==> src/hw/rv_core_pkg.sv <==
`default_nettype none

package rv_core_pkg;

    // Widths fixed by the RV32I instruction format
    localparam int XLEN       = 32;
    localparam int REG_ADDR_W = 5;
    localparam int NUM_REGS   = 2 ** REG_ADDR_W;

    typedef logic [XLEN-1:0]       word_t;
    typedef logic [REG_ADDR_W-1:0] reg_addr_t;

    // Major opcodes handled by this core
    typedef enum logic [6:0] {
        OPC_OP     = 7'b0110011,
        OPC_OP_IMM = 7'b0010011,
        OPC_LUI    = 7'b0110111,
        OPC_AUIPC  = 7'b0010111
    } opcode_e;

    typedef enum logic [3:0] {
        ALU_ADD  = 4'd0,
        ALU_SUB  = 4'd1,
        ALU_SLT  = 4'd2,
        ALU_SLTU = 4'd3,
        ALU_AND  = 4'd4,
        ALU_OR   = 4'd5,
        ALU_XOR  = 4'd6,
        ALU_SLL  = 4'd7,
        ALU_SRL  = 4'd8,
        ALU_SRA  = 4'd9
    } alu_op_e;

    // One instruction slot from fetch
    typedef struct packed {
        logic  valid;
        word_t pc;
        word_t inst;
    } fetch_t;

    // Decoded instruction with its operands already resolved
    typedef struct packed {
        logic      valid;
        logic      illegal;
        alu_op_e   alu_op;
        word_t     pc;
        reg_addr_t rd;
        logic      we;
        word_t     op_a;
        word_t     op_b;
    } id_ex_t;

    // Result of execute, also used as a forwarding source
    typedef struct packed {
        logic      valid;
        logic      illegal;
        word_t     pc;
        reg_addr_t rd;
        logic      we;
        word_t     wdata;
    } retire_t;

endpackage

`default_nettype wire
==> src/hw/rv_core_top.sv <==
`timescale 1ns/1ps
`default_nettype none

module rv_core_top (
    input  wire                         clk_i,
    input  wire                         rst_n_i,
    input  wire rv_core_pkg::fetch_t    fetch_i,
    output rv_core_pkg::retire_t        retire_o
);

    import rv_core_pkg::*;

    id_ex_t    id_ex;
    retire_t   ex_fwd;
    retire_t   retire;
    reg_addr_t rs1_addr;
    reg_addr_t rs2_addr;
    word_t     rs1_data;
    word_t     rs2_data;

    rv_id_stage rv_id_stage_i (
        .clk_i      (clk_i),
        .rst_n_i    (rst_n_i),
        .fetch_i    (fetch_i),
        .rs1_addr_o (rs1_addr),
        .rs2_addr_o (rs2_addr),
        .rs1_data_i (rs1_data),
        .rs2_data_i (rs2_data),
        .ex_fwd_i   (ex_fwd),
        .retire_i   (retire),
        .id_ex_o    (id_ex)
    );

    rv_ex_stage rv_ex_stage_i (
        .clk_i    (clk_i),
        .rst_n_i  (rst_n_i),
        .id_ex_i  (id_ex),
        .ex_fwd_o (ex_fwd),
        .retire_o (retire)
    );

    // Register file is written from the retiring result
    rv_regfile rv_regfile_i (
        .clk_i     (clk_i),
        .raddr_a_i (rs1_addr),
        .raddr_b_i (rs2_addr),
        .rdata_a_o (rs1_data),
        .rdata_b_o (rs2_data),
        .wr_i      (retire)
    );

    assign retire_o = retire;

endmodule

`default_nettype wire

==> src/hw/rv_ex_stage.sv <==
`timescale 1ns/1ps
`default_nettype none

module rv_ex_stage (
    input  wire                         clk_i,
    input  wire                         rst_n_i,
    input  wire rv_core_pkg::id_ex_t    id_ex_i,
    output rv_core_pkg::retire_t        ex_fwd_o,
    output rv_core_pkg::retire_t        retire_o
);

    import rv_core_pkg::*;

    word_t      op_a;
    word_t      op_b;
    logic [4:0] shamt;
    word_t      result;
    retire_t    retire_q;

    assign op_a  = id_ex_i.op_a;
    assign op_b  = id_ex_i.op_b;
    assign shamt = op_b[4:0];

    always_comb begin
        case (id_ex_i.alu_op)
            ALU_ADD:  result = op_a + op_b;
            ALU_SUB:  result = op_a - op_b;
            ALU_SLT:  result = {{(XLEN-1){1'b0}}, $signed(op_a) < $signed(op_b)};
            ALU_SLTU: result = {{(XLEN-1){1'b0}}, op_a < op_b};
            ALU_AND:  result = op_a & op_b;
            ALU_OR:   result = op_a | op_b;
            ALU_XOR:  result = op_a ^ op_b;
            ALU_SLL:  result = op_a << shamt;
            ALU_SRL:  result = op_a >> shamt;
            ALU_SRA:  result = word_t'($signed(op_a) >>> shamt);
            default:  result = '0;
        endcase
    end

    // Seen by decode in the same cycle for back-to-back dependencies
    always_comb begin
        ex_fwd_o.valid   = id_ex_i.valid;
        ex_fwd_o.illegal = id_ex_i.illegal;
        ex_fwd_o.pc      = id_ex_i.pc;
        ex_fwd_o.rd      = id_ex_i.rd;
        ex_fwd_o.we      = id_ex_i.we;
        ex_fwd_o.wdata   = result;
    end

    always_ff @(posedge clk_i) begin
        if (!rst_n_i) begin
            retire_q.valid <= 1'b0;
            retire_q.we    <= 1'b0;
        end else begin
            retire_q.valid <= ex_fwd_o.valid;
            retire_q.we    <= ex_fwd_o.we;
        end
    end

    always_ff @(posedge clk_i) begin
        retire_q.illegal <= ex_fwd_o.illegal;
        retire_q.pc      <= ex_fwd_o.pc;
        retire_q.rd      <= ex_fwd_o.rd;
        retire_q.wdata   <= ex_fwd_o.wdata;
    end

    assign retire_o = retire_q;

endmodule

`default_nettype wire

==> src/hw/rv_id_stage.sv <==
`timescale 1ns/1ps
`default_nettype none

module rv_id_stage (
    input  wire                          clk_i,
    input  wire                          rst_n_i,
    input  wire rv_core_pkg::fetch_t     fetch_i,
    output rv_core_pkg::reg_addr_t       rs1_addr_o,
    output rv_core_pkg::reg_addr_t       rs2_addr_o,
    input  wire rv_core_pkg::word_t      rs1_data_i,
    input  wire rv_core_pkg::word_t      rs2_data_i,
    input  wire rv_core_pkg::retire_t    ex_fwd_i,
    input  wire rv_core_pkg::retire_t    retire_i,
    output rv_core_pkg::id_ex_t          id_ex_o
);

    import rv_core_pkg::*;

    alu_op_e   alu_op;
    reg_addr_t rd;
    logic      use_rs1;
    logic      use_rs2;
    logic      pc_rel;
    logic      we;
    logic      illegal;
    word_t     imm;
    word_t     rs1_val;
    word_t     rs2_val;
    id_ex_t    id_ex_d;
    id_ex_t    id_ex_q;

    rv_decoder rv_decoder_i (
        .inst_i    (fetch_i.inst),
        .alu_op_o  (alu_op),
        .rd_o      (rd),
        .rs1_o     (rs1_addr_o),
        .rs2_o     (rs2_addr_o),
        .use_rs1_o (use_rs1),
        .use_rs2_o (use_rs2),
        .pc_rel_o  (pc_rel),
        .we_o      (we),
        .illegal_o (illegal),
        .imm_o     (imm)
    );

    // Youngest producer wins, then the one retiring, then the register file
    function automatic word_t fwd_value(reg_addr_t addr, word_t rf_data,
                                        retire_t ex, retire_t ret);
        word_t val;
        val = rf_data;
        if (ex.valid && ex.we && (ex.rd == addr)) begin
            val = ex.wdata;
        end else if (ret.valid && ret.we && (ret.rd == addr)) begin
            val = ret.wdata;
        end
        return val;
    endfunction

    assign rs1_val = fwd_value(rs1_addr_o, rs1_data_i, ex_fwd_i, retire_i);
    assign rs2_val = fwd_value(rs2_addr_o, rs2_data_i, ex_fwd_i, retire_i);

    always_comb begin
        id_ex_d.valid   = fetch_i.valid;
        id_ex_d.illegal = illegal;
        id_ex_d.alu_op  = alu_op;
        id_ex_d.pc      = fetch_i.pc;
        id_ex_d.rd      = rd;
        id_ex_d.we      = fetch_i.valid & we;
        // LUI reaches the ALU as 0 + imm
        if (use_rs1) begin
            id_ex_d.op_a = rs1_val;
        end else if (pc_rel) begin
            id_ex_d.op_a = fetch_i.pc;
        end else begin
            id_ex_d.op_a = '0;
        end
        id_ex_d.op_b = use_rs2 ? rs2_val : imm;
    end

    always_ff @(posedge clk_i) begin
        if (!rst_n_i) begin
            id_ex_q.valid <= 1'b0;
            id_ex_q.we    <= 1'b0;
        end else begin
            id_ex_q.valid <= id_ex_d.valid;
            id_ex_q.we    <= id_ex_d.we;
        end
    end

    always_ff @(posedge clk_i) begin
        id_ex_q.illegal <= id_ex_d.illegal;
        id_ex_q.alu_op  <= id_ex_d.alu_op;
        id_ex_q.pc      <= id_ex_d.pc;
        id_ex_q.rd      <= id_ex_d.rd;
        id_ex_q.op_a    <= id_ex_d.op_a;
        id_ex_q.op_b    <= id_ex_d.op_b;
    end

    assign id_ex_o = id_ex_q;

endmodule

`default_nettype wire

==> src/hw/rv_regfile.sv <==
`timescale 1ns/1ps
`default_nettype none

module rv_regfile (
    input  wire                         clk_i,
    input  wire rv_core_pkg::reg_addr_t raddr_a_i,
    input  wire rv_core_pkg::reg_addr_t raddr_b_i,
    output rv_core_pkg::word_t          rdata_a_o,
    output rv_core_pkg::word_t          rdata_b_o,
    input  wire rv_core_pkg::retire_t   wr_i
);

    import rv_core_pkg::*;

    // No storage behind x0
    word_t regs [1:NUM_REGS-1];

    always_ff @(posedge clk_i) begin
        if (wr_i.valid && wr_i.we && (wr_i.rd != '0)) begin
            regs[wr_i.rd] <= wr_i.wdata;
        end
    end

    assign rdata_a_o = (raddr_a_i == '0) ? '0 : regs[raddr_a_i];
    assign rdata_b_o = (raddr_b_i == '0) ? '0 : regs[raddr_b_i];

endmodule

`default_nettype wire

==> src/hw/rv_decoder.sv <==
`timescale 1ns/1ps
`default_nettype none

module rv_decoder (
    input  wire rv_core_pkg::word_t   inst_i,
    output rv_core_pkg::alu_op_e      alu_op_o,
    output rv_core_pkg::reg_addr_t    rd_o,
    output rv_core_pkg::reg_addr_t    rs1_o,
    output rv_core_pkg::reg_addr_t    rs2_o,
    output logic                      use_rs1_o,
    output logic                      use_rs2_o,
    output logic                      pc_rel_o,
    output logic                      we_o,
    output logic                      illegal_o,
    output rv_core_pkg::word_t        imm_o
);

    import rv_core_pkg::*;

    localparam logic [2:0] F3_ADD  = 3'b000;
    localparam logic [2:0] F3_SLL  = 3'b001;
    localparam logic [2:0] F3_SLT  = 3'b010;
    localparam logic [2:0] F3_SLTU = 3'b011;
    localparam logic [2:0] F3_XOR  = 3'b100;
    localparam logic [2:0] F3_SRL  = 3'b101;
    localparam logic [2:0] F3_OR   = 3'b110;
    localparam logic [2:0] F3_AND  = 3'b111;

    logic [2:0]  funct3;
    logic [6:0]  funct7;
    logic        f7_base;
    logic        f7_alt;
    word_t       i_imm;
    word_t       u_imm;
    word_t       shamt_imm;
    logic        legal;

    assign funct3    = inst_i[14:12];
    assign funct7    = inst_i[31:25];
    assign f7_base   = (funct7 == 7'b0000000);
    assign f7_alt    = (funct7 == 7'b0100000);
    assign i_imm     = {{(XLEN-12){inst_i[31]}}, inst_i[31:20]};
    assign u_imm     = {inst_i[31:12], 12'h000};
    assign shamt_imm = {{(XLEN-5){1'b0}}, inst_i[24:20]};

    assign rd_o  = inst_i[11:7];
    assign rs1_o = inst_i[19:15];
    assign rs2_o = inst_i[24:20];

    always_comb begin
        alu_op_o  = ALU_ADD;
        use_rs1_o = 1'b0;
        use_rs2_o = 1'b0;
        pc_rel_o  = 1'b0;
        imm_o     = '0;
        legal     = 1'b0;
        case (inst_i[6:0])
            OPC_OP: begin
                use_rs1_o = 1'b1;
                use_rs2_o = 1'b1;
                legal     = f7_base;
                case (funct3)
                    F3_ADD: begin
                        alu_op_o = f7_alt ? ALU_SUB : ALU_ADD;
                        legal    = f7_base | f7_alt;
                    end
                    F3_SRL: begin
                        alu_op_o = f7_alt ? ALU_SRA : ALU_SRL;
                        legal    = f7_base | f7_alt;
                    end
                    F3_SLL:  alu_op_o = ALU_SLL;
                    F3_SLT:  alu_op_o = ALU_SLT;
                    F3_SLTU: alu_op_o = ALU_SLTU;
                    F3_XOR:  alu_op_o = ALU_XOR;
                    F3_OR:   alu_op_o = ALU_OR;
                    F3_AND:  alu_op_o = ALU_AND;
                endcase
            end
            OPC_OP_IMM: begin
                use_rs1_o = 1'b1;
                imm_o     = i_imm;
                legal     = 1'b1;
                case (funct3)
                    F3_SLL: begin
                        alu_op_o = ALU_SLL;
                        imm_o    = shamt_imm;
                        legal    = f7_base;
                    end
                    F3_SRL: begin
                        // SRAI is told apart from SRLI by bit 30 only
                        alu_op_o = f7_alt ? ALU_SRA : ALU_SRL;
                        imm_o    = shamt_imm;
                        legal    = f7_base | f7_alt;
                    end
                    F3_ADD:  alu_op_o = ALU_ADD;
                    F3_SLT:  alu_op_o = ALU_SLT;
                    F3_SLTU: alu_op_o = ALU_SLTU;
                    F3_XOR:  alu_op_o = ALU_XOR;
                    F3_OR:   alu_op_o = ALU_OR;
                    F3_AND:  alu_op_o = ALU_AND;
                endcase
            end
            OPC_LUI: begin
                imm_o = u_imm;
                legal = 1'b1;
            end
            OPC_AUIPC: begin
                pc_rel_o = 1'b1;
                imm_o    = u_imm;
                legal    = 1'b1;
            end
            default: begin
                legal = 1'b0;
            end
        endcase
    end

    // Writes to x0 are dropped here so later stages never see them
    assign we_o      = legal && (rd_o != '0);
    assign illegal_o = ~legal;

endmodule

`default_nettype wire

==> config.mk <==
export PLATFORM = sky130hd
export DESIGN_NAME = rv_core_top
export DESIGN_NICKNAME = d
export VERILOG_FILES = /design/src/hw/rv_core_pkg.sv /design/src/hw/rv_core_top.sv /design/src/hw/rv_ex_stage.sv /design/src/hw/rv_id_stage.sv /design/src/hw/rv_regfile.sv /design/src/hw/rv_decoder.sv
export SDC_FILE = /design/constraint.sdc
export NUM_CORES = 2
export LEC_CHECK = 0
export BUFFER_PORTS_ARGS = -buffer_cell sky130_fd_sc_hd__buf_2
export CORE_MARGIN = 8
export CORE_UTILIZATION = 63
export DETAILED_ROUTE_END_ITERATION = 12
export PLACE_DENSITY = 0.82
export SLEW_MARGIN = 10
export SYNTH_ARGS = -nofsm -noshare
export SYNTH_HDL_FRONTEND = slang
export SYNTH_SLANG_ARGS = --single-unit
==> constraint.sdc <==
create_clock -name clk_i -period 5.1 [get_ports clk_i]
set_input_delay 0.765 -clock clk_i [delete_from_list [all_inputs] [get_ports clk_i]]
set_output_delay 0.765 -clock clk_i [all_outputs]
set_load 0.02 [all_outputs]
==> results.yml <==
die:
  die-area_um2: 106600
  start_util_pct: 63.20
  rows: 114
  io_pins: 139
  die_w_um: 326.6
  fp.dieH_um: 326.6
  core-area_um2: 96140
layout:
  drive_gt1_share_pct: 24.13
  final_nets: 4494
  area.growth.synth_to_final_pct: 10.72
  mostFrequentLayoutCell: "edfxtp_1"
  mostFrequentLayoutCells: "edfxtp_1, mux4_2, nor2_1"
cts:
  cts_resized: 0
  cts_max_level: 3
  cts.path.max_buffers: 3
  ctsHoldBuffers: 0
  path_clk_slew_ps: 70
  clock_latency_ps: 760
  cts_made_buffers: 116
  cts_num_sinks: 1172
  postCtsSetupRepairBufs: 0
  ctsRootBufferMaster: "clkbuf_16"
  cts_tree: "done"
setup_path:
  critPathSlowestCell: "o21ai_0"
  arrival_ps: 5320
  cpPeakStageDelay_ps: 1060
  critPathMaxFanout: 62
  reg2regPathDepth: 9
  rr_startpoint: "rv_id_stage_i.id_ex_o[0]"
  worstSetupStartpointType: "flip-flop"
  r2r-end: "rv_id_stage_i.id_ex_o[4]"
  path_cells: "buf_12 > mux4_2 > a22o_1 > nand2_1 > o21ai_0 > o21ai_0 > o2111ai_1 > o21ai_0 > o22ai_1"
  worstPathRequired_ps: 5640
  crit_top_cell: "o21ai_0"
  endpoint_kind: "flip-flop"
  r2r_slack_ps: 320
  path_class: "flip-flop to flip-flop"
detailed_routing:
  dr.pass1.iters: 9
  viasPerCell: 7.907
  drt_wl_total_um: 219100
  dr_wl_met3_um: 33440
  m1WireLength_um: 68020
  top_layer: "met5"
  drcViolationCount: 0
  drt_iter0_markers: 8168
  drt-wirelength-per-cell_um: 38.43
  antenna_left: 0
  wl_met2_um: 96700
  vias: 45080
timing:
  fmax_mhz: 209.4
  tns_ps: 0
  worst_slew_pin_slew_ps: 1268
  skew_ps: 50.32
  finalMaxSlewViolations: 0
  max_slew_margin_pct: 15.35
  final.period_utilization_pct: 93.65
  final-setup-viol-count: 0
  min_period_ps: 4776
  final-hold-violation-count: 0
  rsz0062_at_grt: "no"
logic_synthesis:
  async_flop_share_pct: 0
  syn-cell-area_um2: 60760
  syn-num-nets: 4391
  yosysWarnings: 0
  synthDistinctLibCells: 83
  synthCells: 4224
  synth.avg_cell_area_um2: 14.39
  synth_seq_cells: 1172
  synthFlopType: "edfxtp_1"
  synth_edf_count: 992
  synth_seq_area_share_pct: 54.95
min_path:
  holdCritPathClass: "primary input to flip-flop"
  whs_path_depth: 1
  holdPathEnd: "rv_id_stage_i.id_ex_o[83]"
  min_from: "fetch_i[45]"
global_route:
  grt_pass1_vias: 44430
  grt_max_degree: 103
  grt.total_usage_pct: 40.15
  grt_first_pass_wirelength_um: 312800
  gr-total-overflow: 0
  antenna_found_initial: 14
power:
  p_per_area_nw_per_um2: 309.7
  power_leakage_uw: 0.02277
  vdd.ir_drop.worst_mv: 0.2980
  power.total_uw: 20830
place:
  port_buffers: 138
  routabilityCongestion: 1.110
  dp_hpwl_um: 136800
run:
  maxCapViolations: 0
outcome:
  status: "complete, no violations"
critical path, delay by kind of cell, from the launching register on:
family	cells	cell delay, ps
AOI/OAI and AO/OA	6	2810
muxes	1	610
DFF	1	600
buffers and inverters	1	390
and+or+nand+nor	1	100
how the worst max path moves through the flow:
| stage | start | to | slack, ps | cells after the start |
|---|---|---|---|---|
| after CTS | rv_id_stage_i.id_ex_o[0] | rv_id_stage_i.id_ex_o[4] | 790 | 11 |
| after detailed placement | rv_id_stage_i.id_ex_o[0] | rv_id_stage_i.id_ex_o[4] | 820 | 11 |
| after global routing | rv_id_stage_i.id_ex_o[0] | rv_id_stage_i.id_ex_o[4] | 360 | 11 |
| after floorplan | rv_ex_stage_i.retire_o[36] | rv_regfile_i.regs[28][0] | 600 | 3 |
| after global placement | rv_id_stage_i.id_ex_o[0] | rv_id_stage_i.id_ex_o[4] | 840 | 11 |
| final | rv_id_stage_i.id_ex_o[0] | rv_id_stage_i.id_ex_o[4] | 320 | 9 |
metal layers:
layer  vias to the layer above  GRT usage [%]
li1                      17270              -
met5                         -         0.5432
met3                      1283          14.10
met2                      4695          59.82
met1                     21830          48.23
met4                         6          29.94
cell families (layout without fill, tap and decap cells):
logic type | Yosys count | after routing | synth area share [%]
flops | 1172 | 1172 | 54.95
mux | 820 | 820 | 23.99
buf+inv | 455 | 648 | 3.247
compound gates | 930 | 930 | 10.06
fa+ha+maj | 100 | 100 | 2.084
xor+xnor | 35 | 35 | 0.5045
other cells | 0 | 8 | 0
simple gates | 712 | 712 | 5.158
sequential cells by signal (all words and copies together), names as in the netlist:
signal                  count
rv_ex_stage_i.retire_o     72
rv_id_stage_i.id_ex_o     108
rv_regfile_i.regs         992
where the power goes:
group          total, uW  internal (uW)  switching, uW  leakage [uW]
logic               1720            676           1050        0.0107
clock network       8720           4900           3820       0.00185
registers          10400          10300           48.0        0.0103
total              20800          15900           4910        0.0228
metrics by stage:
step,area [um2],hold slack (ps),utilization (%),setup slack [ps],cells
after CTS,67260,113.0,69.96,786.1,5693
after global routing,67260,127.9,69.96,358.7,5694
after global placement,63470,310.2,66.02,843.9,5485
final,67280,139.2,69.98,323.9,5701
after detailed placement,63470,312.1,66.02,817.3,5485
after floorplan,60760,309.6,-,598.7,4224
cell usage after synthesis, drive strengths merged, types with 13 or more instances:
library cell	instances	share of area (%)
edfxtp	992	49
mux4	503	19
nor2	330	2.0
mux2i	297	4.9
a21oi	286	2.4
clkbuf	199	1.2
o21ai	183	1.5
dfxtp	180	5.9
nand2	179	1.1
buf	137	1.3
inv	117	0.72
ha	98	2.0
a221oi	78	1.1
o211ai	61	0.75
a211oi	59	0.74
nand3	40	0.33
nor3	38	0.31
a22oi	34	0.42
a21o	27	0.33
o221ai	23	0.33
xnor2	23	0.33
nand2b	21	0.22
mux2	20	0.38
o22ai	20	0.21
a31oi	18	0.19
nor4	17	0.18
nor2b	15	0.15
o21a	15	0.19
o31ai	15	0.19
nand4	14	0.14
a221o	13	0.21
final cells by class:
class                           instances  area, um2
Fill cell                            6049      28860
Antenna cell                            8      20.02
Inverter                              119      449.2
Clock buffer                          155       3192
Sequential cell                      1172      33400
Tap cell                             1276       1597
Timing Repair Buffer                  321       2340
Clock inverter                         53      596.8
Multi-Input combinational cell       2597      25680
No activity file was read; power rests on OpenSTA's default activity.
